`src/verilog/pci_dev_pkg.sv`:
```
package pci_dev_pkg;

  localparam int AD_W = 32;
  localparam int BURST_MAX = 10;
  localparam int IDX_W = 4;
  localparam int DEVSEL_TIMEOUT = 4;
  localparam int TMO_W = $clog2(DEVSEL_TIMEOUT + 1);
  localparam logic [AD_W-1:0] DEFAULT_DEVICE_ID = 32'h4000_0100;

  typedef logic [AD_W-1:0] ad_word_t;
  typedef logic [IDX_W-1:0] idx_t;

  // initiator phases
  typedef enum logic [2:0] {
    I_IDLE,
    I_REQ,
    I_ADDR,
    I_TURN,
    I_DATA,
    I_RECOVER
  } init_state_t;

  // target phases
  typedef enum logic [1:0] {
    T_IDLE,
    T_TURN,
    T_DATA,
    T_RECOVER
  } tgt_state_t;

endpackage

```
`src/verilog/pci_bus_port.sv`:
```
module pci_bus_port (
  input  logic                  clk,
  input  logic                  rst_n,
  input  pci_dev_pkg::ad_word_t ad_in,
  input  logic                  init_owns_ad,
  input  logic                  init_addr_phase,
  input  logic                  init_capture,
  input  logic                  tgt_owns_ad,
  input  logic                  tgt_capture,
  input  logic                  host_wr,
  input  pci_dev_pkg::ad_word_t init_addr,
  input  pci_dev_pkg::ad_word_t host_wdata,
  input  pci_dev_pkg::idx_t     init_idx,
  input  pci_dev_pkg::idx_t     tgt_idx,
  input  pci_dev_pkg::idx_t     host_idx,
  output pci_dev_pkg::ad_word_t ad_out,
  output logic                  ad_oe,
  output pci_dev_pkg::ad_word_t host_rdata
);
  import pci_dev_pkg::*;

  ad_word_t burst_buf [BURST_MAX];

  // bus captures win over the host port
  always_ff @(posedge clk)
  begin
    if (init_capture)
      burst_buf[init_idx] <= ad_in;
    else if (tgt_capture)
      burst_buf[tgt_idx] <= ad_in;
    else if (host_wr)
      burst_buf[host_idx] <= host_wdata;
  end

  always_comb
  begin
    if (init_owns_ad)
    begin
      if (init_addr_phase)
        ad_out = init_addr;
      else
        ad_out = burst_buf[init_idx];
    end
    else if (tgt_owns_ad)
      ad_out = burst_buf[tgt_idx];
    else
      ad_out = '0;
  end

  assign ad_oe = init_owns_ad || tgt_owns_ad;
  assign host_rdata = burst_buf[host_idx];

  // the two machines share one buffer and one ad driver
  a_single_owner: assert property (@(posedge clk) disable iff (!rst_n)
    !(init_owns_ad && tgt_owns_ad) && !(init_capture && tgt_capture));

endmodule

```
`src/verilog/pci_device.sv`:
```
module pci_device #(
  parameter pci_dev_pkg::ad_word_t DEVICE_ID = pci_dev_pkg::DEFAULT_DEVICE_ID
) (
  input  logic                  clk,
  input  logic                  rst_n,
  input  logic                  host_wr,
  input  pci_dev_pkg::idx_t     host_idx,
  input  pci_dev_pkg::ad_word_t host_wdata,
  input  logic                  start,
  input  logic                  start_read,
  input  pci_dev_pkg::ad_word_t start_addr,
  input  pci_dev_pkg::idx_t     start_len,
  input  logic                  gnt_n,
  input  pci_dev_pkg::ad_word_t ad_in,
  input  logic                  cbe_in,
  input  logic                  frame_n_in,
  input  logic                  irdy_n_in,
  input  logic                  trdy_n_in,
  input  logic                  devsel_n_in,
  output pci_dev_pkg::ad_word_t host_rdata,
  output logic                  req,
  output logic                  busy,
  output logic                  done,
  output logic                  aborted,
  output pci_dev_pkg::ad_word_t ad_out,
  output logic                  ad_oe,
  output logic                  cbe_out,
  output logic                  cbe_oe,
  output logic                  frame_n_out,
  output logic                  frame_n_oe,
  output logic                  irdy_n_out,
  output logic                  irdy_n_oe,
  output logic                  trdy_n_out,
  output logic                  trdy_n_oe,
  output logic                  devsel_n_out,
  output logic                  devsel_n_oe
);
  import pci_dev_pkg::*;

  logic     init_owns_ad;
  logic     init_addr_phase;
  logic     init_capture;
  ad_word_t init_addr;
  idx_t     init_idx;
  logic     tgt_owns_ad;
  logic     tgt_capture;
  idx_t     tgt_idx;

  pci_initiator u_initiator (
    .clk, .rst_n, .start, .start_read, .start_addr, .start_len,
    .gnt_n, .frame_n_in, .irdy_n_in, .trdy_n_in, .devsel_n_in,
    .req, .frame_n_out, .frame_n_oe, .irdy_n_out, .irdy_n_oe,
    .cbe_out, .cbe_oe, .init_owns_ad, .init_addr_phase, .init_capture,
    .init_addr, .init_idx, .busy, .done, .aborted
  );

  pci_target #(
    .DEVICE_ID (DEVICE_ID)
  ) u_target (
    .clk, .rst_n, .frame_n_in, .irdy_n_in, .cbe_in, .ad_in,
    .devsel_n_out, .devsel_n_oe, .trdy_n_out, .trdy_n_oe,
    .tgt_owns_ad, .tgt_capture, .tgt_idx
  );

  pci_bus_port u_bus_port (
    .clk, .rst_n, .ad_in,
    .init_owns_ad, .init_addr_phase, .init_capture,
    .tgt_owns_ad, .tgt_capture, .host_wr,
    .init_addr, .host_wdata, .init_idx, .tgt_idx, .host_idx,
    .ad_out, .ad_oe, .host_rdata
  );

endmodule

```
`src/verilog/pci_initiator.sv`:
```
module pci_initiator (
  input  logic                  clk,
  input  logic                  rst_n,
  input  logic                  start,
  input  logic                  start_read,
  input  pci_dev_pkg::ad_word_t start_addr,
  input  pci_dev_pkg::idx_t     start_len,
  input  logic                  gnt_n,
  input  logic                  frame_n_in,
  input  logic                  irdy_n_in,
  input  logic                  trdy_n_in,
  input  logic                  devsel_n_in,
  output logic                  req,
  output logic                  frame_n_out,
  output logic                  frame_n_oe,
  output logic                  irdy_n_out,
  output logic                  irdy_n_oe,
  output logic                  cbe_out,
  output logic                  cbe_oe,
  output logic                  init_owns_ad,
  output logic                  init_addr_phase,
  output logic                  init_capture,
  output pci_dev_pkg::ad_word_t init_addr,
  output pci_dev_pkg::idx_t     init_idx,
  output logic                  busy,
  output logic                  done,
  output logic                  aborted
);
  import pci_dev_pkg::*;

  init_state_t      state;
  ad_word_t         addr_q;
  logic             rd_q;
  idx_t             idx;
  idx_t             remain;
  logic [TMO_W-1:0] tmo_cnt;
  logic             devsel_seen;
  logic             watching;
  logic             tmo_hit;
  logic             abort_q;
  logic             frame_q;
  logic             frame_oe_q;
  logic             irdy_oe_q;
  logic             bus_free;
  logic             xfer;

  assign bus_free = !gnt_n && frame_n_in && irdy_n_in;
  assign xfer = (state == I_DATA) && !irdy_n_in && !trdy_n_in;
  assign watching = (state == I_TURN || state == I_DATA) && !devsel_seen;
  assign tmo_hit = watching && devsel_n_in && (tmo_cnt == TMO_W'(DEVSEL_TIMEOUT - 1));

  // devsel watch, restarted by every address phase
  always_ff @(posedge clk)
  begin
    if (!rst_n || state == I_ADDR)
    begin
      devsel_seen <= 1'b0;
      tmo_cnt <= '0;
    end
    else if (watching)
    begin
      if (!devsel_n_in)
        devsel_seen <= 1'b1;
      else
        tmo_cnt <= tmo_cnt + 1'b1;
    end
  end

  always_ff @(posedge clk)
  begin
    if (!rst_n)
    begin
      state <= I_IDLE;
      rd_q <= 1'b1;
      idx <= '0;
      remain <= '0;
      abort_q <= 1'b0;
      frame_q <= 1'b1;
      frame_oe_q <= 1'b0;
      irdy_oe_q <= 1'b0;
    end
    else if (tmo_hit)
    begin
      // master abort
      abort_q <= 1'b1;
      frame_q <= 1'b1;
      state <= I_RECOVER;
    end
    else
    begin
      case (state)
        I_IDLE:
          if (start)
          begin
            addr_q <= start_addr;
            rd_q <= start_read;
            if (start_len == '0)
              remain <= idx_t'(1);
            else if (start_len > BURST_MAX)
              remain <= idx_t'(BURST_MAX);
            else
              remain <= start_len;
            state <= I_REQ;
          end
        I_REQ:
          if (bus_free)
          begin
            idx <= '0;
            abort_q <= 1'b0;
            frame_q <= 1'b0;
            frame_oe_q <= 1'b1;
            irdy_oe_q <= 1'b1;
            state <= I_ADDR;
          end
        I_ADDR:
          if (rd_q)
            state <= I_TURN;
          else
          begin
            frame_q <= (remain == idx_t'(1));
            state <= I_DATA;
          end
        I_TURN:
        begin
          frame_q <= (remain == idx_t'(1));
          state <= I_DATA;
        end
        I_DATA:
          if (xfer)
          begin
            if (remain == idx_t'(1))
              state <= I_RECOVER;
            else
            begin
              idx <= idx + 1'b1;
              remain <= remain - 1'b1;
              // next transfer is the last one
              if (remain == idx_t'(2))
                frame_q <= 1'b1;
            end
          end
        I_RECOVER:
        begin
          frame_oe_q <= 1'b0;
          irdy_oe_q <= 1'b0;
          state <= I_IDLE;
        end
        default:
          state <= I_IDLE;
      endcase
    end
  end

  assign req = (state == I_REQ);
  assign frame_n_out = frame_q;
  assign frame_n_oe = frame_oe_q;
  assign irdy_n_out = !(state == I_TURN || state == I_DATA);
  assign irdy_n_oe = irdy_oe_q;
  assign cbe_out = rd_q;
  assign cbe_oe = frame_oe_q;
  assign init_owns_ad = (state == I_ADDR) || (state == I_DATA && !rd_q);
  assign init_addr_phase = (state == I_ADDR);
  assign init_capture = xfer && rd_q;
  assign init_addr = addr_q;
  assign init_idx = idx;
  assign busy = (state != I_IDLE);
  assign done = (state == I_RECOVER);
  assign aborted = done && abort_q;

  // irdy is only asserted while frame and irdy are both driven
  a_irdy_needs_frame: assert property (@(posedge clk) disable iff (!rst_n)
    !irdy_n_out |-> (irdy_n_oe && frame_n_oe));

  a_init_idx_range: assert property (@(posedge clk) disable iff (!rst_n)
    init_idx < BURST_MAX);

endmodule

```
`src/verilog/pci_target.sv`:
```
module pci_target #(
  parameter pci_dev_pkg::ad_word_t DEVICE_ID = pci_dev_pkg::DEFAULT_DEVICE_ID
) (
  input  logic                  clk,
  input  logic                  rst_n,
  input  logic                  frame_n_in,
  input  logic                  irdy_n_in,
  input  logic                  cbe_in,
  input  pci_dev_pkg::ad_word_t ad_in,
  output logic                  devsel_n_out,
  output logic                  devsel_n_oe,
  output logic                  trdy_n_out,
  output logic                  trdy_n_oe,
  output logic                  tgt_owns_ad,
  output logic                  tgt_capture,
  output pci_dev_pkg::idx_t     tgt_idx
);
  import pci_dev_pkg::*;

  tgt_state_t state;
  logic       frame_d;
  logic       rd_q;
  logic       addr_hit;
  logic       xfer;
  logic       claim;
  idx_t       idx;

  // address phase is the falling frame edge with irdy still high
  assign addr_hit = !frame_n_in && frame_d && irdy_n_in && (ad_in == DEVICE_ID);

  // trdy is always low in the data state, so irdy alone decides
  assign xfer = (state == T_DATA) && !irdy_n_in;

  always_ff @(posedge clk)
  begin
    if (!rst_n)
      frame_d <= 1'b1;
    else
      frame_d <= frame_n_in;
  end

  always_ff @(posedge clk)
  begin
    if (!rst_n)
    begin
      state <= T_IDLE;
      rd_q <= 1'b0;
      idx <= '0;
    end
    else
    begin
      case (state)
        T_IDLE:
          if (addr_hit)
          begin
            rd_q <= cbe_in;
            idx <= '0;
            state <= cbe_in ? T_TURN : T_DATA;
          end
        T_TURN:
          state <= T_DATA;
        T_DATA:
          if (xfer)
          begin
            if (frame_n_in)
              state <= T_RECOVER;
            else
              idx <= idx + 1'b1;
          end
        T_RECOVER:
          state <= T_IDLE;
        default:
          state <= T_IDLE;
      endcase
    end
  end

  assign claim = (state == T_TURN) || (state == T_DATA);

  assign devsel_n_out = !claim;
  assign devsel_n_oe = (state != T_IDLE);
  assign trdy_n_out = (state != T_DATA);
  assign trdy_n_oe = (state != T_IDLE);
  assign tgt_owns_ad = (state == T_DATA) && rd_q;
  assign tgt_capture = xfer && !rd_q;
  assign tgt_idx = idx;

  // trdy only under devsel, and a read answers after a devsel-only turnaround
  a_trdy_under_devsel: assert property (@(posedge clk) disable iff (!rst_n)
    (trdy_n_oe && !trdy_n_out) |-> !devsel_n_out && (!rd_q || $past(!devsel_n_out)));

  // an overlong burst from a remote initiator would run past the buffer
  a_tgt_idx_range: assert property (@(posedge clk) disable iff (!rst_n)
    tgt_idx < BURST_MAX);

endmodule
```
`config.mk`:
```
export PLATFORM = sky130hd
export DESIGN_NAME = pci_device
export DESIGN_NICKNAME = d
export VERILOG_FILES = /design/src/verilog/pci_dev_pkg.sv /design/src/verilog/pci_bus_port.sv /design/src/verilog/pci_device.sv /design/src/verilog/pci_initiator.sv /design/src/verilog/pci_target.sv
export SDC_FILE = /design/constraint.sdc
export NUM_CORES = 1
export LEC_CHECK = 0
export BUFFER_PORTS_ARGS = -buffer_cell sky130_fd_sc_hd__clkbuf_2
export CORE_ASPECT_RATIO = 0.7
export CORE_MARGIN = 8
export CORE_UTILIZATION = 45
export DETAILED_ROUTE_END_ITERATION = 16
export GPL_TIMING_DRIVEN = 0
export RECOVER_POWER = 100
export SETUP_SLACK_MARGIN = 0.4
export SLEW_MARGIN = 20
export SYNTH_ARGS = -nofsm -noshare
export SYNTH_HDL_FRONTEND = slang
export SYNTH_SLANG_ARGS = --single-unit
```
`constraint.sdc`:
```
create_clock -name clk -period 4.6 [get_ports clk]
set_clock_uncertainty 0.1 [all_clocks]
set_input_delay 0.69 -clock clk [delete_from_list [all_inputs] [get_ports clk]]
set_output_delay 0.69 -clock clk [all_outputs]
set_load 0.01 [all_outputs]
```
# ---- Yosys cells after proc, flatten, opt, wreduce, memory -nomap -nowiden
# Memories as Yosys holds them, arrays and structs flattened. A register that Yosys moved wholly into a read port is not among the register bits.
# Cells that the tools add are included.
dict set report word_totals {
  register_bits 59
  ramBits 320
  in_bits 115
  out_inout_bits 79
  wordCells 170
  memories 1
}
# name depth width rd rd_clocked_by_memory_dff write_ports line
set mem_list {}
lappend mem_list {u_bus_port.burst_buf 10 32 3 2 1 pci_bus_port.sv:22} ;# ad_word_t burst_buf [BURST_MAX];
dict set report classes {
  add_sub_neg 4
  magnitude_cmp 1
  eq_ne 28
  muxes 58
  bitwise 3
  reduce_logical 60
}
# op count
set op_table {}
lappend op_table {{32-bit 2-to-1 mux} 5}
lappend op_table {{4-bit 2-to-1 mux} 17}
lappend op_table {{32-bit OR reduction} 2}
lappend op_table {{32-bit by 31-bit == test with 1-bit output, second input constant} 1}
lappend op_table {{4-bit one-hot mux with 2 select lines} 3}
lappend op_table {{1-bit 2-to-1 mux} 19}
lappend op_table {{3-bit 2-to-1 mux} 6}
lappend op_table {{1-bit logical AND} 16}
lappend op_table {{2-bit != test, second input constant} 8}
lappend op_table {{4-bit AND reduction} 4}
lappend op_table {{3-bit one-hot mux with 5 select lines} 1}
lappend op_table {{2-bit nonzero test} 7}
lappend op_table {{1-bit logical NOT} 10}
lappend op_table {{5-bit AND reduction} 2}
lappend op_table {{3-bit by 2-bit == test with 1-bit output, second input constant} 3}
lappend op_table {{3-bit AND reduction} 3}
lappend op_table {{4-bit by 1-bit adder with 4-bit output, second input constant} 2}
lappend op_table {{2-bit 2-to-1 mux} 4}
lappend op_table {{2-bit by 1-bit != test with 1-bit output, second input constant} 4}
lappend op_table {{2-bit one-hot mux with 4 select lines} 1}
lappend op_table {{2-bit AND reduction} 4}
lappend op_table {{3-bit == test, second input constant} 2}
lappend op_table {{3-bit by 1-bit != test with 1-bit output, second input constant} 2}
lappend op_table {{3-bit by 2-bit != test with 1-bit output, second input constant} 2}
lappend op_table {{other kinds (19)} 26}

# ---- Depth between registers and ports, before layout
# Gate-level depths: netlist (run 1).
dict set report logic_depth {
  ltp_word 9
  depth_mapped 9
  depth_no_buf 7
}

# ---- By module
# A second synthesis (run 1) with hierarchy kept.
dict set report hier_totals {
  cells_unflattened 1587
  area_unflattened_um2 21529.4
}
# module instances cells_per_inst area_each_um2 seq_area_each_um2
set by_module_without_submodules {}
lappend by_module_without_submodules {pci_bus_port 1 1325 18635.4 9609.2}
lappend by_module_without_submodules {pci_initiator 1 184 2204.6 1341.3}
lappend by_module_without_submodules {pci_target 1 78 689.4 160.2}

# ---- Worst setup path before layout (run 1)
# No wires, ideal clock.
dict set report synth_path {
  path_type {input-to-reg}
  from {in irdy_n_in}
  to {mem u_bus_port.burst_buf[6][0] (netlist bit), enable pin}
  setup_ps 421
  arrival_time_ps 3205
  t_required_ps 4079
  setup_slack_ps 874
  path_stages 6
  path_buffers 1
  path_cell_list {or3b_1 -> buf_2 -> a32o_1 -> a2bb2oi_1 -> o211ai_1 -> nor2_1}
}
dict set report synth_between {
  elab_chain_len 9
}
# element line
set synth_lines {}
lappend synth_lines {{start: declaration} pci_device.sv:17} ;# input logic irdy_n_in,
lappend synth_lines {{1-bit logical NOT (*)} {pci_initiator.sv:48, pci_target.sv:32}}
lappend synth_lines {{1-bit logical AND, on equally long branches} {pci_target.sv:32, pci_initiator.sv:48}}
lappend synth_lines {{1-bit logical AND, on equally long branches} {pci_target.sv:85, pci_initiator.sv:48}}
lappend synth_lines {{1-bit 2-to-1 mux or 1-bit logical AND (tied branches)} {pci_bus_port.sv:29, pci_initiator.sv:163}}
lappend synth_lines {{1-bit 2-to-1 mux} pci_bus_port.sv:27} ;# if (init_capture)
lappend synth_lines {{1-bit 2-to-1 mux (not written as such)} pci_bus_port.sv:30} ;# burst_buf[tgt_idx] <= ad_in;
lappend synth_lines {{32-bit OR reduction (no line)} -}
lappend synth_lines {{4-bit 2-to-1 mux (no line) or 1-bit 2-to-1 mux (tied branches) (2 in a row)} -}
lappend synth_lines {{end: declaration} pci_bus_port.sv:22}
# Every way passes the cells marked *; elsewhere a longest branch is shown, timed or not.

# ---- Final worst setup path (run 1)
dict set report layout_path {
  from {reg u_initiator.state[2]}
  to {out ad_out[16]}
}
dict set report layout_between {
  elab_chain_len 4
}
# element line
set layout_lines {}
lappend layout_lines {{start: declaration} pci_initiator.sv:31} ;# init_state_t state;
lappend layout_lines {{start signal: assignment} pci_initiator.sv:73} ;# state <= I_IDLE;
lappend layout_lines {{start signal: assignment} pci_initiator.sv:87} ;# state <= I_RECOVER;
lappend layout_lines {{start signal: assignment} pci_initiator.sv:103} ;# state <= I_REQ;
lappend layout_lines {{3-bit == test} pci_initiator.sv:161} ;# assign init_owns_ad = (state == I_ADDR) || (state == I_DATA && !rd_q);
lappend layout_lines {{1-bit logical AND} pci_initiator.sv:161}
lappend layout_lines {{1-bit logical OR} pci_initiator.sv:161}
lappend layout_lines {{32-bit 2-to-1 mux (*)} pci_bus_port.sv:37} ;# if (init_owns_ad)
lappend layout_lines {{end: declaration} pci_device.sv:25} ;# output pci_dev_pkg::ad_word_t ad_out,
# Marked as above.

==> results list, run 1 <==
- Reported max-cap violation count: 1
* Net switching power figure: 2.10 mW
- Setup repair after global routing could not meet its margin everywhere.
- Critical path peak fanout: 10
- The finished cells cover 24,300 sq um.
- Overall fraction of global-route tracks in use: 26.9%
- 194 I/O pins were placed.
* Worst stage delay on the critical path: 510 ps
- Crit path arrival time: 3570 ps
- Standard-cell rows: 66
* Share of synthesized registers carrying an async set or reset: 0%
* Total Power Consumption: 8.32 mW
- LEAKAGE: 7.92 nW
- Effective utilization at floorplan: 45.5%
- In the routed design, unresolved DRC markers number 0.
- Sequential share of the synthesized area: 53.5%
- Remaining global-route overflow: 0
- Of the available clock period, the critical path in the final layout requires 94.8%.
- Post-Syn Area: 21,100 sq um
- CP cell instances: nor3b_1 > clkbuf_1 > and3_1 > clkbuf_1 > clkbuf_2 > a222oi_1 > nand2_1 > clkbuf_2
- Synthesis inferred 387 register bits.
* Pwr Density: 342 nW/um^2
- Summing all flip-flop and latch instances after layout gives 11,300 sq um.
- Commonest cells post-synth: 352 x sky130_fd_sc_hd__edfxtp_1, 192 x sky130_fd_sc_hd__mux4_2, 123 x sky130_fd_sc_hd__mux2_2, 83 x sky130_fd_sc_hd__nand2_1, 72 x sky130_fd_sc_hd__mux2i_1
* H-tree level count: 2
* Final number of max-transition violations: 16
* TritonCTS clock tree: built
- Entering global routing, the biggest net connects 19 pins.
* Clk sink count: 387
- The first global-routing pass estimated 105,000 um of wire.
* Predominant post-synthesis flop cell: sky130_fd_sc_hd__edfxtp_1
* Top cell type by total area after synthesis: sky130_fd_sc_hd__edfxtp_1
- Counting the fill cells in the layout gives 3,782.
- Number of distinct library cells after synthesis: 63
* Post-synth EDFFs: 352
- Clock tree synthesis inserted a total of 41 buffers.
- The clock network burns 38.9% of the power.
- Top cells by area, synth: sky130_fd_sc_hd__edfxtp_1 50%, sky130_fd_sc_hd__mux4_2 21%, sky130_fd_sc_hd__mux2_2 6.6%, sky130_fd_sc_hd__mux2i_1 3.4%, sky130_fd_sc_hd__dfxtp_1 3.3%
- Number of antenna-violating nets in the routed design: 0
* Clock insertion delay at the later pin of the skew report: 560 ps
- Failing checks: max-capacitance violations, max-slew violations
- Most repeated cell in the gate-level netlist after synthesis: sky130_fd_sc_hd__edfxtp_1
- Status: finished with violations
- Post-CTS Setup Bufs: 0
* Crit start category: flop
- Core outline area: 46,300 sq um
- The floorplan step defined a die boundary enclosing 54,100 sq um.
- The worst setup path is captured at an output port.
* Wire length per cell after detailed routing: 33.4 um
- The congestion estimate from routability-driven global placement came to 0.875.
- Average via count per standard cell: 6.74
* Seq pwr share: 48.9%
- Count of vias placed by the detailed router: 14,999
- Setup total negative slack on the finished layout was measured at 0 ps.
- The path class of the tightest hold or removal check is input pin to flop.
* Final setup vio count: 0
* Mean post-synth cell area: 15.8 sq um
- Net count after synthesis: 1,454
* Number of hold violations in the final report: 0
- Yosys warnings: 0
- The smallest clock period supported by the final layout is computed as 4360 ps.
* Post-Route WL: 74,300 um
- Highest ir drop seen on vdd: 0.250 mV
- Root buf cell: sky130_fd_sc_hd__clkbuf_16
- Longest Clk Path Bufs: 3
- Critical path type: flop to output port
- For this design, the slowest cell found on the critical path is sky130_fd_sc_hd__nor3b_1.
- In this run the horizontal extent of the chip is 275 um.
- In this run the tightest slew margin relative to its limit is -22.9%.
- The wire-length estimate of the detail-placed layout is 51,400 um.
- In the final layout, the share of cells above drive strength 1 is 34.4%.
- Combinational group share of total power: 12.2%
- From bottom edge to top edge, the die measures 197 um.
- Net count, final: 1,706
* Internal power consumption: 6.21 mW
- Cell Area, Placed: 23,300 sq um
- Number of buffers and inverters on the critical path: 4
* Slew at the pin closest to its max-slew limit: 1840 ps
- Switch share: 25.3%
- From synthesis to final layout, the design area changed by 15.5%.
- Number of antenna violations at the first check in global routing: 5
- The first routing iteration left 2,167 violations.
- Hold-fix buffers, CTS: 0
- Once layout is complete, the utilization of the core stands at 52.5%.
- Via count of the first global-routing pass: 14,927
- Area share of the leading cell type in the synthesized netlist: 50.2%
- Maximum operating frequency: 229 MHz
- At the worst endpoint, the required time is 3810 ps.
- In this design, the largest share of critical-path delay is due to buffers and inverters.
* Multi-input logic area: 9230 sq um
- The cell count after synthesis came out at 1,329.
* Clock transition time at the flip-flop clock pins of the worst setup and hold paths: 60 ps
- Detailed Routing Iterations Pass 1: 8
- Number of port buffers: 190
worst register-to-register path: cells and delay by family, from the launching register on:
kind	cells	cell delay [ps]
compound gates	2	630
flops	1	300
buf+inv	4	1440
simple gates	3	1180
fa+ha+maj	1	160
path summary, 6_finish.rpt:
path                                     startpoint                                     to  slack [ps]  depth (start not counted)
hold reg to reg    u_initiator.abort_q$_SDFFE_PN0P_       u_initiator.abort_q$_SDFFE_PN0P_         350                          2
setup / recovery  u_initiator.state[2]$_SDFFE_PN0P_                             ad_out[16]         240                          8
hold / removal                       start_addr[15]    u_initiator.init_addr[15]$_DFFE_PP_         200                          1
setup reg to reg     u_target.state[0]$_SDFFE_PN0P_  u_bus_port.burst_buf[0][19]$_DFFE_PP_         410                         10
registers in the layout (all words and copies together) (netlist names), 2 cells and up, named ones only:
register / count
u_initiator.init_idx: 4
u_bus_port.burst_buf: 320
u_initiator.state: 3
u_target.tgt_idx: 4
u_target.state: 2
u_initiator.remain: 4
u_initiator.tmo_cnt: 3
u_initiator.init_addr: 32
area by class of cell:
class                           instances  share of cell area [%]
Antenna cell                            1                  0.0103
Buffer                                112                    2.16
Clock buffer                           53                    4.58
Clock inverter                         22                   0.612
Inverter                               15                   0.231
Multi-Input combinational cell        815                    37.9
Sequential cell                       387                    46.3
Tap cell                              612                    3.15
Timing Repair Buffer                  209                    4.98
through the flow:
| step | instances | setup slack, ps | hold slack [ps] |
|---|---|---|---|
| after detailed placement | 2150 | 116 | 345 |
| final | 2226 | 239 | 203 |
| after global placement | 2131 | -2040 | 348 |
| after global routing | 2225 | 181 | 195 |
| after floorplan | 1329 | 874 | 332 |
| after CTS | 2225 | 389 | 183 |
kinds of logic after synthesis:
family                     after synthesis  synth area share, %
AOI/OAI and AO/OA                      182                 6.63
xor gates and xnor gates                 1               0.0416
and+or+nand+nor                        229                 5.69
muxes                                  392                 30.8
buffers and inverters                  127                 2.67
DFF                                    387                 53.5
adders and majority gates               11                0.642
power by group through the flow:
stage               clock [mW]  combinational, mW  sequential, mW
detailed placement           0               1.05            4.13
floorplan                    0              0.611            4.11
global placement             0              0.989            4.14
CTS                       3.26               1.05            4.06
global route              3.38               1.08            4.07
finish                    3.24               1.01            4.06
layer usage:
metal | vias up | part of all wire (%) | track usage (%)
met5 | - | 0.11 | 0
met2 | 1026 | 44 | 40.0
met1 | 7775 | 41 | 38.3
li1 | 6057 | - | -
met4 | 6 | 2.5 | 6.97
met3 | 135 | 13 | 8.25
cell usage in the layout, fill, tap and decap left out, types with 35 or more instances in the layout:
| cell type | n |
|---|---|
| sky130_fd_sc_hd__mux2i_1 | 72 |
| sky130_fd_sc_hd__nand2_1 | 83 |
| sky130_fd_sc_hd__nor2b_1 | 35 |
| sky130_fd_sc_hd__clkbuf_1 | 130 |
| sky130_fd_sc_hd__edfxtp_1 | 352 |
| sky130_fd_sc_hd__dfxtp_1 | 35 |
| sky130_fd_sc_hd__a21oi_1 | 41 |
| sky130_fd_sc_hd__a211oi_1 | 38 |
| sky130_fd_sc_hd__mux2_2 | 95 |
| sky130_fd_sc_hd__mux4_2 | 192 |
| sky130_fd_sc_hd__o211ai_1 | 36 |
| sky130_fd_sc_hd__clkbuf_2 | 144 |
| sky130_fd_sc_hd__clkbuf_16 | 43 |
repair_timing:
item	4_1_cts	5_1_grt
setup endpoints to repair	47	40
resized for setup	5	43
pin swaps	0	0
(Power assumes the default switching activity.)
==> run 2, diff against run 1 <==
==> constraint.sdc (replaced) <==
create_clock -name clk -period 5.4 [get_ports clk]
set_clock_uncertainty 0.1 [all_clocks]
set_input_delay 0.81 -clock clk [delete_from_list [all_inputs] [get_ports clk]]
set_output_delay 0.81 -clock clk [all_outputs]
set_load 0.01 [all_outputs]
==> run 2 against run 1 <==
Register-to-register slack better by 50 ps. Core utilization down 0.49 points. Non-clock buffer count unchanged. Via count down 0.25%. Final area down 0.93%. Wire length about the same. Sequential power down 15%. Critical path depth up 1. Sequential share of layout area up 0.44 points. Total power down 15%. Sequential cell count unchanged. The run still ends with max-capacitance violations, max-slew violations left. Combinational power down 16%.
==> results list, run 2 (synthesis results as in run 1) <==
- Remaining global-route overflow: 0 (unchanged)
- The clock tree from TritonCTS is built (unchanged).
- Failing checks: max-capacitance violations, max-slew violations (unchanged)
- CP cell instances: clkbuf_2 > clkbuf_1 > clkbuf_1 > nand3_1 > o211ai_1 > o211ai_1 > nor2_1 > buf_16 > clkbuf_1 (was nor3b_1 > clkbuf_1 > and3_1 > clkbuf_1 > clkbuf_2 > a222oi_1 > nand2_1 > clkbuf_2)
* Path class of the lowest-slack min-delay path: input pin to flop (unchanged)
* Total clock buffers created by CTS: 41 (unchanged)
- The post-route total power is 7.07 mW (was 8.32 mW).
- Hold-fix buffers, CTS: 0 (unchanged)
- Root buf cell: sky130_fd_sc_hd__clkbuf_16 (unchanged)
- Net switching power figure: 1.78 mW (was 2.10 mW)
- Post-Route WL: 74,300 um (about the same)
- Worst Path Required: 5460 ps (was 3810 ps)
- Crit start category: input pin (was flop)
* Number of buffers and inverters on the critical path: 5 (was 4)
* Cell Area, Placed: 23,300 sq um (unchanged)
* Net count, final: 1,706 (unchanged)
* Maximum operating frequency: 201 MHz
* Relative slew slack: -49.5% (was -22.9%)
* Category of the worst setup path capture point: flop (was output port)
- The highest fanout seen on the critical path came to 14 (was 10).
- Critical Path Slowest Stage Cell: sky130_fd_sc_hd__nor2_1 (was sky130_fd_sc_hd__nor3b_1)
* Final HPWL from detailed placement: 51,400 um (unchanged)
- The per-cell via count in the routed design was 6.72 (was 6.74).
- Pin count of the biggest net entering global routing: 19 (unchanged)
- The start point of the critical path was host_idx[2] (was u_initiator.state[2]$_SDFFE_PN0P_).
- The count of clock tree sinks was 387 (unchanged).
- Share of layout cells above drive strength 1: 31.4% (was 34.4%)
- The endpoint of the worst-slack reg-to-reg timing path is u_bus_port.burst_buf[4][19]$_DFFE_PP_ (was u_bus_port.burst_buf[0][19]$_DFFE_PP_).
- Effective utilization at floorplan: 45.5% (unchanged)
- The origin of the worst min-delay path is start_addr[7] (was start_addr[15]).
- Fraction of the core area covered by cells at the end of the flow: 52.0% (was 52.5%)
- The growth of design area from synthesis to finish was 14.4% (was 15.5%).
- I/O Pins: 194 (unchanged)
* Number of antenna violations at the first check in global routing: 5 (unchanged)
* Endpoint, Worst Hold: u_initiator.init_addr[7]$_DFFE_PP_ (was u_initiator.init_addr[15]$_DFFE_PP_)
- The worst path arrival time came to 5030 ps (was 3570 ps).
- The dominant delay contributor by cell family on the critical path is buffers and inverters (unchanged).
- Post-cts repair resize count: 0 (was 5)
* Critical path type: input pin to flop (was flop to output port)
* Total die area: 54,100 sq um (unchanged)
* Pwr Density: 293 nW/um^2 (was 342 nW/um^2)
- The maximum level of the CTS H-tree was 2 (unchanged).
- The final standard cell area without fillers came to 24,100 sq um (was 24,300 sq um).
- Count of placed standard cells including taps: 2,150 (unchanged)
* Overall fraction of global-route tracks in use: 26.9% (about the same)
- The proportion of power drawn by combinational gates is 12.0% (was 12.2%).
- Slew at the pin closest to its max-slew limit: 2230 ps (was 1840 ps)
- Post-CTS Setup Bufs: 0 (unchanged)
- Number of port buffers: 190 (unchanged)
- The sequential share of power came to 49.0% (was 48.9%).
- The final critical path takes up 92.0% of the cycle.
- Most flop-heavy register: u_bus_port.burst_buf (unchanged)
* First-pass GRT wire length: 105,000 um (about the same)
* Max reg flops: 320 (unchanged)
- The max capacitance violation total came to 5 (was 1).
* Internal power consumption: 5.28 mW (was 6.21 mW)
- Status: finished with violations (unchanged)
* Shortest period the worst path allows: 4970 ps
- The clock latency of the later-clocked register in the worst-skew pair came to 560 ps (about the same).
- The sum of negative setup slack was 0 ps (unchanged).
* Worst reg2reg setup slack: 460 ps (was 410 ps)
* Unrepaired setup endpoints after global routing: no (was yes)
- The final weighted congestion in routability-driven placement was 0.875 (unchanged).
* Start of the worst register-to-register path: u_target.state[0]$_SDFFE_PN0P_ (unchanged)
* Wire length per cell after detailed routing: 33.4 um (about the same)
* Final number of max-transition violations: 81 (was 16)
* Most common cell after layout, fill and taps aside: sky130_fd_sc_hd__edfxtp_1 (unchanged)
* Hold path cells: 1 (unchanged)
- Switch share: 25.2% (was 25.3%)
- Commonest cells after routing, fill and taps aside: 352 x sky130_fd_sc_hd__edfxtp_1, 192 x sky130_fd_sc_hd__mux4_2, 166 x sky130_fd_sc_hd__clkbuf_1, 110 x sky130_fd_sc_hd__clkbuf_2, 96 x sky130_fd_sc_hd__mux2_2 (was 352 x sky130_fd_sc_hd__edfxtp_1, 192 x sky130_fd_sc_hd__mux4_2, 144 x sky130_fd_sc_hd__clkbuf_2, 130 x sky130_fd_sc_hd__clkbuf_1, 95 x sky130_fd_sc_hd__mux2_2)
* Number of antenna-violating nets in the routed design: 0 (unchanged)
- The clock tree buffer depth came to 3 (unchanged).
- The clock transition at the register clock pins on the worst setup and hold paths after CTS was 60 ps (about the same).
- Die boundary height: 197 um (unchanged)
* Number of hold violations in the final report: 0 (unchanged)
- Chip Width: 275 um (unchanged)
* Highest ir drop seen on vdd: 0.213 mV (was 0.250 mV)
- The initial detailed-routing violation count came to 2,046 (was 2,167).
- Count of vias placed by the detailed router: 14,962 (was 14,999)
- The worst reg-to-reg path cell count came to 11 (was 10).
* Part of the power in the clock network: 39.0% (was 38.9%)
* Final setup vio count: 0 (unchanged)
* Cell type with the highest occurrence count on the critical path: sky130_fd_sc_hd__clkbuf_1
- Core outline area: 46,300 sq um (unchanged)
- Via count of the first global-routing pass: 14,927 (unchanged)
- Post-route insts no fill: 2,227 (was 2,226)
- Detailed Routing Iterations Pass 1: 9 (was 8)
* Worst stage delay on the critical path: 950 ps (was 510 ps)
- LEAKAGE: 7.76 nW (was 7.92 nW)
- Post-route DRC: 0 (unchanged)
- The number of rows in the core area came to 66 (unchanged).
-- run 2: cell count changes in the layout (fill, tap and decap cells not counted), moves of 3 or more --
cell                       delta
sky130_fd_sc_hd__nor2_1      +10
sky130_fd_sc_hd__buf_1        +3
sky130_fd_sc_hd__nor2_4       -6
sky130_fd_sc_hd__clkbuf_2    -34
sky130_fd_sc_hd__buf_16       -5
sky130_fd_sc_hd__nor2_2       -4
sky130_fd_sc_hd__clkbuf_1    +36
-- run 2: final cells by class --
cell class	count	area, sq um
Fill cell	3816	22200
Sequential cell	387	11300
Multi-Input combinational cell	815	9170
Clock buffer	53	1110
Timing Repair Buffer	209	1070
Tap cell	612	766
Buffer	112	498
Clock inverter	22	149
Inverter	15	56.3
Antenna cell	2	5.00
-- run 2: how the worst max path moves through the flow --
stage                                                 end  depth (start not counted)  slack, ps
floorplan            u_bus_port.burst_buf[6][0]$_DFFE_PP_                          6       1550
global placement    u_bus_port.burst_buf[6][29]$_DFFE_PP_                          7      -1360
detailed placement                         host_rdata[25]                          7        680
CTS                                        host_rdata[25]                          7        690
global route        u_bus_port.burst_buf[4][19]$_DFFE_PP_                         11        210
finish              u_bus_port.burst_buf[4][19]$_DFFE_PP_                          9        430
-- run 2: through the flow --
| step | setup slack, ps | hold WS [ps] |
|---|---|---|
| after global routing | 214 | 315 |
| final | 432 | 324 |
| after floorplan | 1550 | 332 |
| after detailed placement | 676 | 345 |
| after CTS | 686 | 303 |
| after global placement | -1360 | 348 |
-- run 2: power by group through the flow --
stage | sequential [mW] | combinational, mW | clock [mW]
floorplan | 3.50 | 0.521 | 0
global placement | 3.53 | 0.843 | 0
detailed placement | 3.52 | 0.895 | 0
CTS | 3.46 | 0.899 | 2.78
global route | 3.47 | 0.903 | 2.88
finish | 3.46 | 0.850 | 2.76
-- run 2: metal layers --
metal | wire length (um) | track usage (%) | vias to the layer above | share of wire [%]
met1 | 30200 | 38.3 | 7704 | 41
met3 | 9360 | 8.25 | 142 | 13
li1 | - | - | 6066 | -
met2 | 32800 | 40.0 | 1046 | 44
met4 | 1910 | 6.97 | 4 | 2.6
met5 | 21 | 0 | - | 0.028
==> run 3, diff against run 2 <==
--- a/config.mk
+++ b/config.mk
@@ -8,11 +8,12 @@
 export BUFFER_PORTS_ARGS = -buffer_cell sky130_fd_sc_hd__clkbuf_2
 export CORE_ASPECT_RATIO = 0.7
 export CORE_MARGIN = 8
-export CORE_UTILIZATION = 45
+export CORE_UTILIZATION = 35
 export DETAILED_ROUTE_END_ITERATION = 16
 export GPL_TIMING_DRIVEN = 0
 export RECOVER_POWER = 100
 export SETUP_SLACK_MARGIN = 0.4
+export SKIP_LAST_GASP = 1
 export SLEW_MARGIN = 20
 export SYNTH_ARGS = -nofsm -noshare
 export SYNTH_HDL_FRONTEND = slang
==> run 3 against run 2 <==
Critical endpoint is now host_rdata[25]. The flow still finishes with violations (max-capacitance violations, max-slew violations). Setup slack got worse by 120 ps. First-iteration DRC count increased by 4.1%. Highest routed layer is now met4. Combinational power about the same. Fmax down 2.3%. Clock-buffer cell count down 5. Hold slack lost 12 ps. Sequential power about the same. Sequential cell count unchanged. Global-route usage shrank 5.7 points. Total power up 4.0%. Die area increased by 26%. Non-clock buffer count down 6.
==> results list, run 3 (synthesis results as in run 1) <==
* Status: finished with violations (unchanged)
- Failing checks: max-capacitance violations, max-slew violations (unchanged)
- Multi-input logic area: 9150 sq um (was 9170 sq um)
- The total of endpoints with negative setup slack in the final report is 0 (unchanged).
* Total die area: 68,400 sq um (was 54,100 sq um)
- Number of buffers and inverters on the critical path: 5 (unchanged)
- The placeable core area is 59,700 sq um (was 46,300 sq um).
* Most flop-heavy register: u_bus_port.burst_buf (unchanged)
* Total clock buffers created by CTS: 41 (unchanged)
- The die extent in y came to 221 um (was 197 um).
- The initial detailed-routing violation count was 2,130 (was 2,046).
- Number of fill cells in the layout: 5,516 (was 3,816)
* Overall fraction of global-route tracks in use: 21.2% (was 26.9%)
- Via count of the first global-routing pass: 15,005 (was 14,927)
- The highest clock rate came to 197 MHz (was 201 MHz).
- Reported max-cap violation count: 9 (was 5)
* Cell type with the highest occurrence count on the critical path: sky130_fd_sc_hd__clkbuf_1 (unchanged)
- The number of rows in the core area came to 75 (was 66).
* Share of layout cells above drive strength 1: 32.6% (was 31.4%)
- Post-route DRC: 0 (unchanged)
* Clock insertion delay at the later pin of the skew report: 540 ps (was 560 ps)
* Commonest cells after routing, fill and taps aside: 352 x sky130_fd_sc_hd__edfxtp_1, 192 x sky130_fd_sc_hd__mux4_2, 148 x sky130_fd_sc_hd__clkbuf_1, 118 x sky130_fd_sc_hd__clkbuf_2, 96 x sky130_fd_sc_hd__mux2_2 (was 352 x sky130_fd_sc_hd__edfxtp_1, 192 x sky130_fd_sc_hd__mux4_2, 166 x sky130_fd_sc_hd__clkbuf_1, 110 x sky130_fd_sc_hd__clkbuf_2, 96 x sky130_fd_sc_hd__mux2_2)
- The post-route total power came to 7.35 mW (was 7.07 mW).
* Final critical-path share of the clock period: 94.2% (was 92.0%)
* Root buf cell: sky130_fd_sc_hd__clkbuf_16 (unchanged)
* Effective utilization at floorplan: 35.3% (was 45.5%)
* CP cell instances: clkbuf_2 > clkbuf_1 > clkbuf_1 > clkbuf_1 > a211oi_1 > a21oi_1 > clkbuf_1 (was clkbuf_2 > clkbuf_1 > clkbuf_1 > nand3_1 > o211ai_1 > o211ai_1 > nor2_1 > buf_16 > clkbuf_1)
- Clock transition time at the flip-flop clock pins of the worst setup and hold paths: 70 ps (was 60 ps)
- Wire length per cell after detailed routing: 30.9 um (was 33.4 um)
* Setup TNS Final: 0 ps (unchanged)
- Post-Route WL: 74,700 um (was 74,300 um)
- The worst min-delay path class is input pin to flop (unchanged).
- The data required time at the worst endpoint was 4490 ps (was 5460 ps).
* Critical path peak fanout: 10 (was 14)
* Worst stage delay on the critical path: 860 ps (was 950 ps)
* Category of the worst setup path capture point: output port (was flop)
- The count of antenna-violating nets left after detailed routing came to 0 (unchanged).
- The pre-CTS setup slack came to 541 ps (was 676 ps).
* Average via count per standard cell: 6.12 (was 6.72)
* Area growth from synthesis to layout: 16.4% (was 14.4%)
* I/O Pins: 194 (unchanged)
- Weighted congestion at the end of routability-driven global placement: 0.866 (was 0.875)
* TritonCTS clock tree: built (unchanged)
- Detailed Routing Iterations Pass 1: 6 (was 9)
* Number of hold violations in the final report: 0 (unchanged)
- The post-route worst setup slack was 314 ps (was 432 ps).
- Final Hold Slack: 312 ps (was 324 ps)
- The worst path arrival time came to 4180 ps (was 5030 ps).
- Relative slew slack: -57.5% (was -49.5%)
- The maximum level of the CTS H-tree came to 2 (unchanged).
* Pwr Density: 300 nW/um^2 (was 293 nW/um^2)
- The max-slew violation total from the final report was 148 (was 81).
- Register Area: 11,300 sq um (unchanged)
* Pin count of the biggest net entering global routing: 19 (unchanged)
- The critical path's slowest cell was sky130_fd_sc_hd__clkbuf_1 (was sky130_fd_sc_hd__nor2_1).
* Number of antenna violations at the first check in global routing: 2 (was 5)
- The detailed-route via count came to 14,782 (was 14,962).
- Slew at the pin closest to its max-slew limit: 2350 ps (was 2230 ps)
* Final HPWL from detailed placement: 52,700 um (was 51,400 um)
* Chip Width: 309 um (was 275 um)
- The flip-flop count of the largest register after layout is 320 (unchanged).
- Most common cell after layout, fill and taps aside: sky130_fd_sc_hd__edfxtp_1 (unchanged)
- First-pass GRT wire length: 106,000 um (was 105,000 um)
- Net count, final: 1,700 (was 1,706)
- Cell family with the largest share of critical-path delay: buffers and inverters (unchanged)
* Unrepaired setup endpoints after global routing: no (unchanged)
- Number of port buffers: 190 (unchanged)
- The count of clock tree sinks was 387 (unchanged).
- The number of hold buffers added after CTS came to 0 (unchanged).
- Remaining global-route overflow: 0 (unchanged)
- The category of the most critical setup path is input pin to output port (was input pin to flop).
* Post-route insts no fill: 2,417 (was 2,227)
* LEAKAGE: 7.85 nW (was 7.76 nW)
- The time the worst path needs with I/O delays and setup is 5090 ps (was 4970 ps).
- The number of placed instances, taps included was 2,340 (was 2,150).
- Crit start category: input pin (unchanged)
- Longest Clk Path Bufs: 3 (unchanged)
- Highest ir drop seen on vdd: 0.214 mV (was 0.213 mV)
run 3: layer usage:
metal  wire, um  GRT usage [%]  share of wire, %  vias to the layer above
met5          0              0                 0                        -
met3       9030           6.92                12                      126
met4       1880           5.85               2.5                        0
li1           -              -                 -                     6048
met1      30500           29.5                41                     7615
met2      33300           31.6                45                      993
run 3: timing repair:
item | in CTS | in global routing
gates resized for setup | 0 | 3
endpoints found under the setup margin | 0 | 1
buffers inserted | 0 | 0
run 3: report_power, final:
part           leakage [nW]  switching, mW  total [mW]  internal [mW]
logic                  3.68          0.520       0.851          0.331
clock network         0.697           1.23        3.04           1.81
registers              3.48         0.0575        3.46           3.41
run 3: final timing paths:
kind | start | endpoint | slack (ps) | depth (start not counted)
worst max register to register | u_initiator.state[2]$_SDFFE_PN0P_ | u_bus_port.burst_buf[3][28]$_DFFE_PP_ | 640 | 8
worst min register to register | u_initiator.abort_q$_SDFFE_PN0P_ | u_initiator.abort_q$_SDFFE_PN0P_ | 360 | 2
worst min-delay path | start_addr[26] | u_initiator.init_addr[26]$_DFFE_PP_ | 310 | 1
worst max-delay path | host_idx[2] | host_rdata[25] | 310 | 7
run 3: through the flow:
stage	utilization [%]	area, sq um
floorplan	-	21100
global placement	38.6	23000
detailed placement	39.2	23400
CTS	41.6	24800
global route	41.1	24500
finish	41.1	24500
run 3: cell type report:
type                    count  share of cell area, %
flip-flops and latches    387                   46.0
clock inverters            28                   1.33
multi-input cells         815                   37.4
repair buffers            203                   4.42
inverters                  15                  0.230
plain buffers             112                   2.02
clock buffers              48                   4.51
well taps                 808                   4.13
diodes                      1                 0.0102
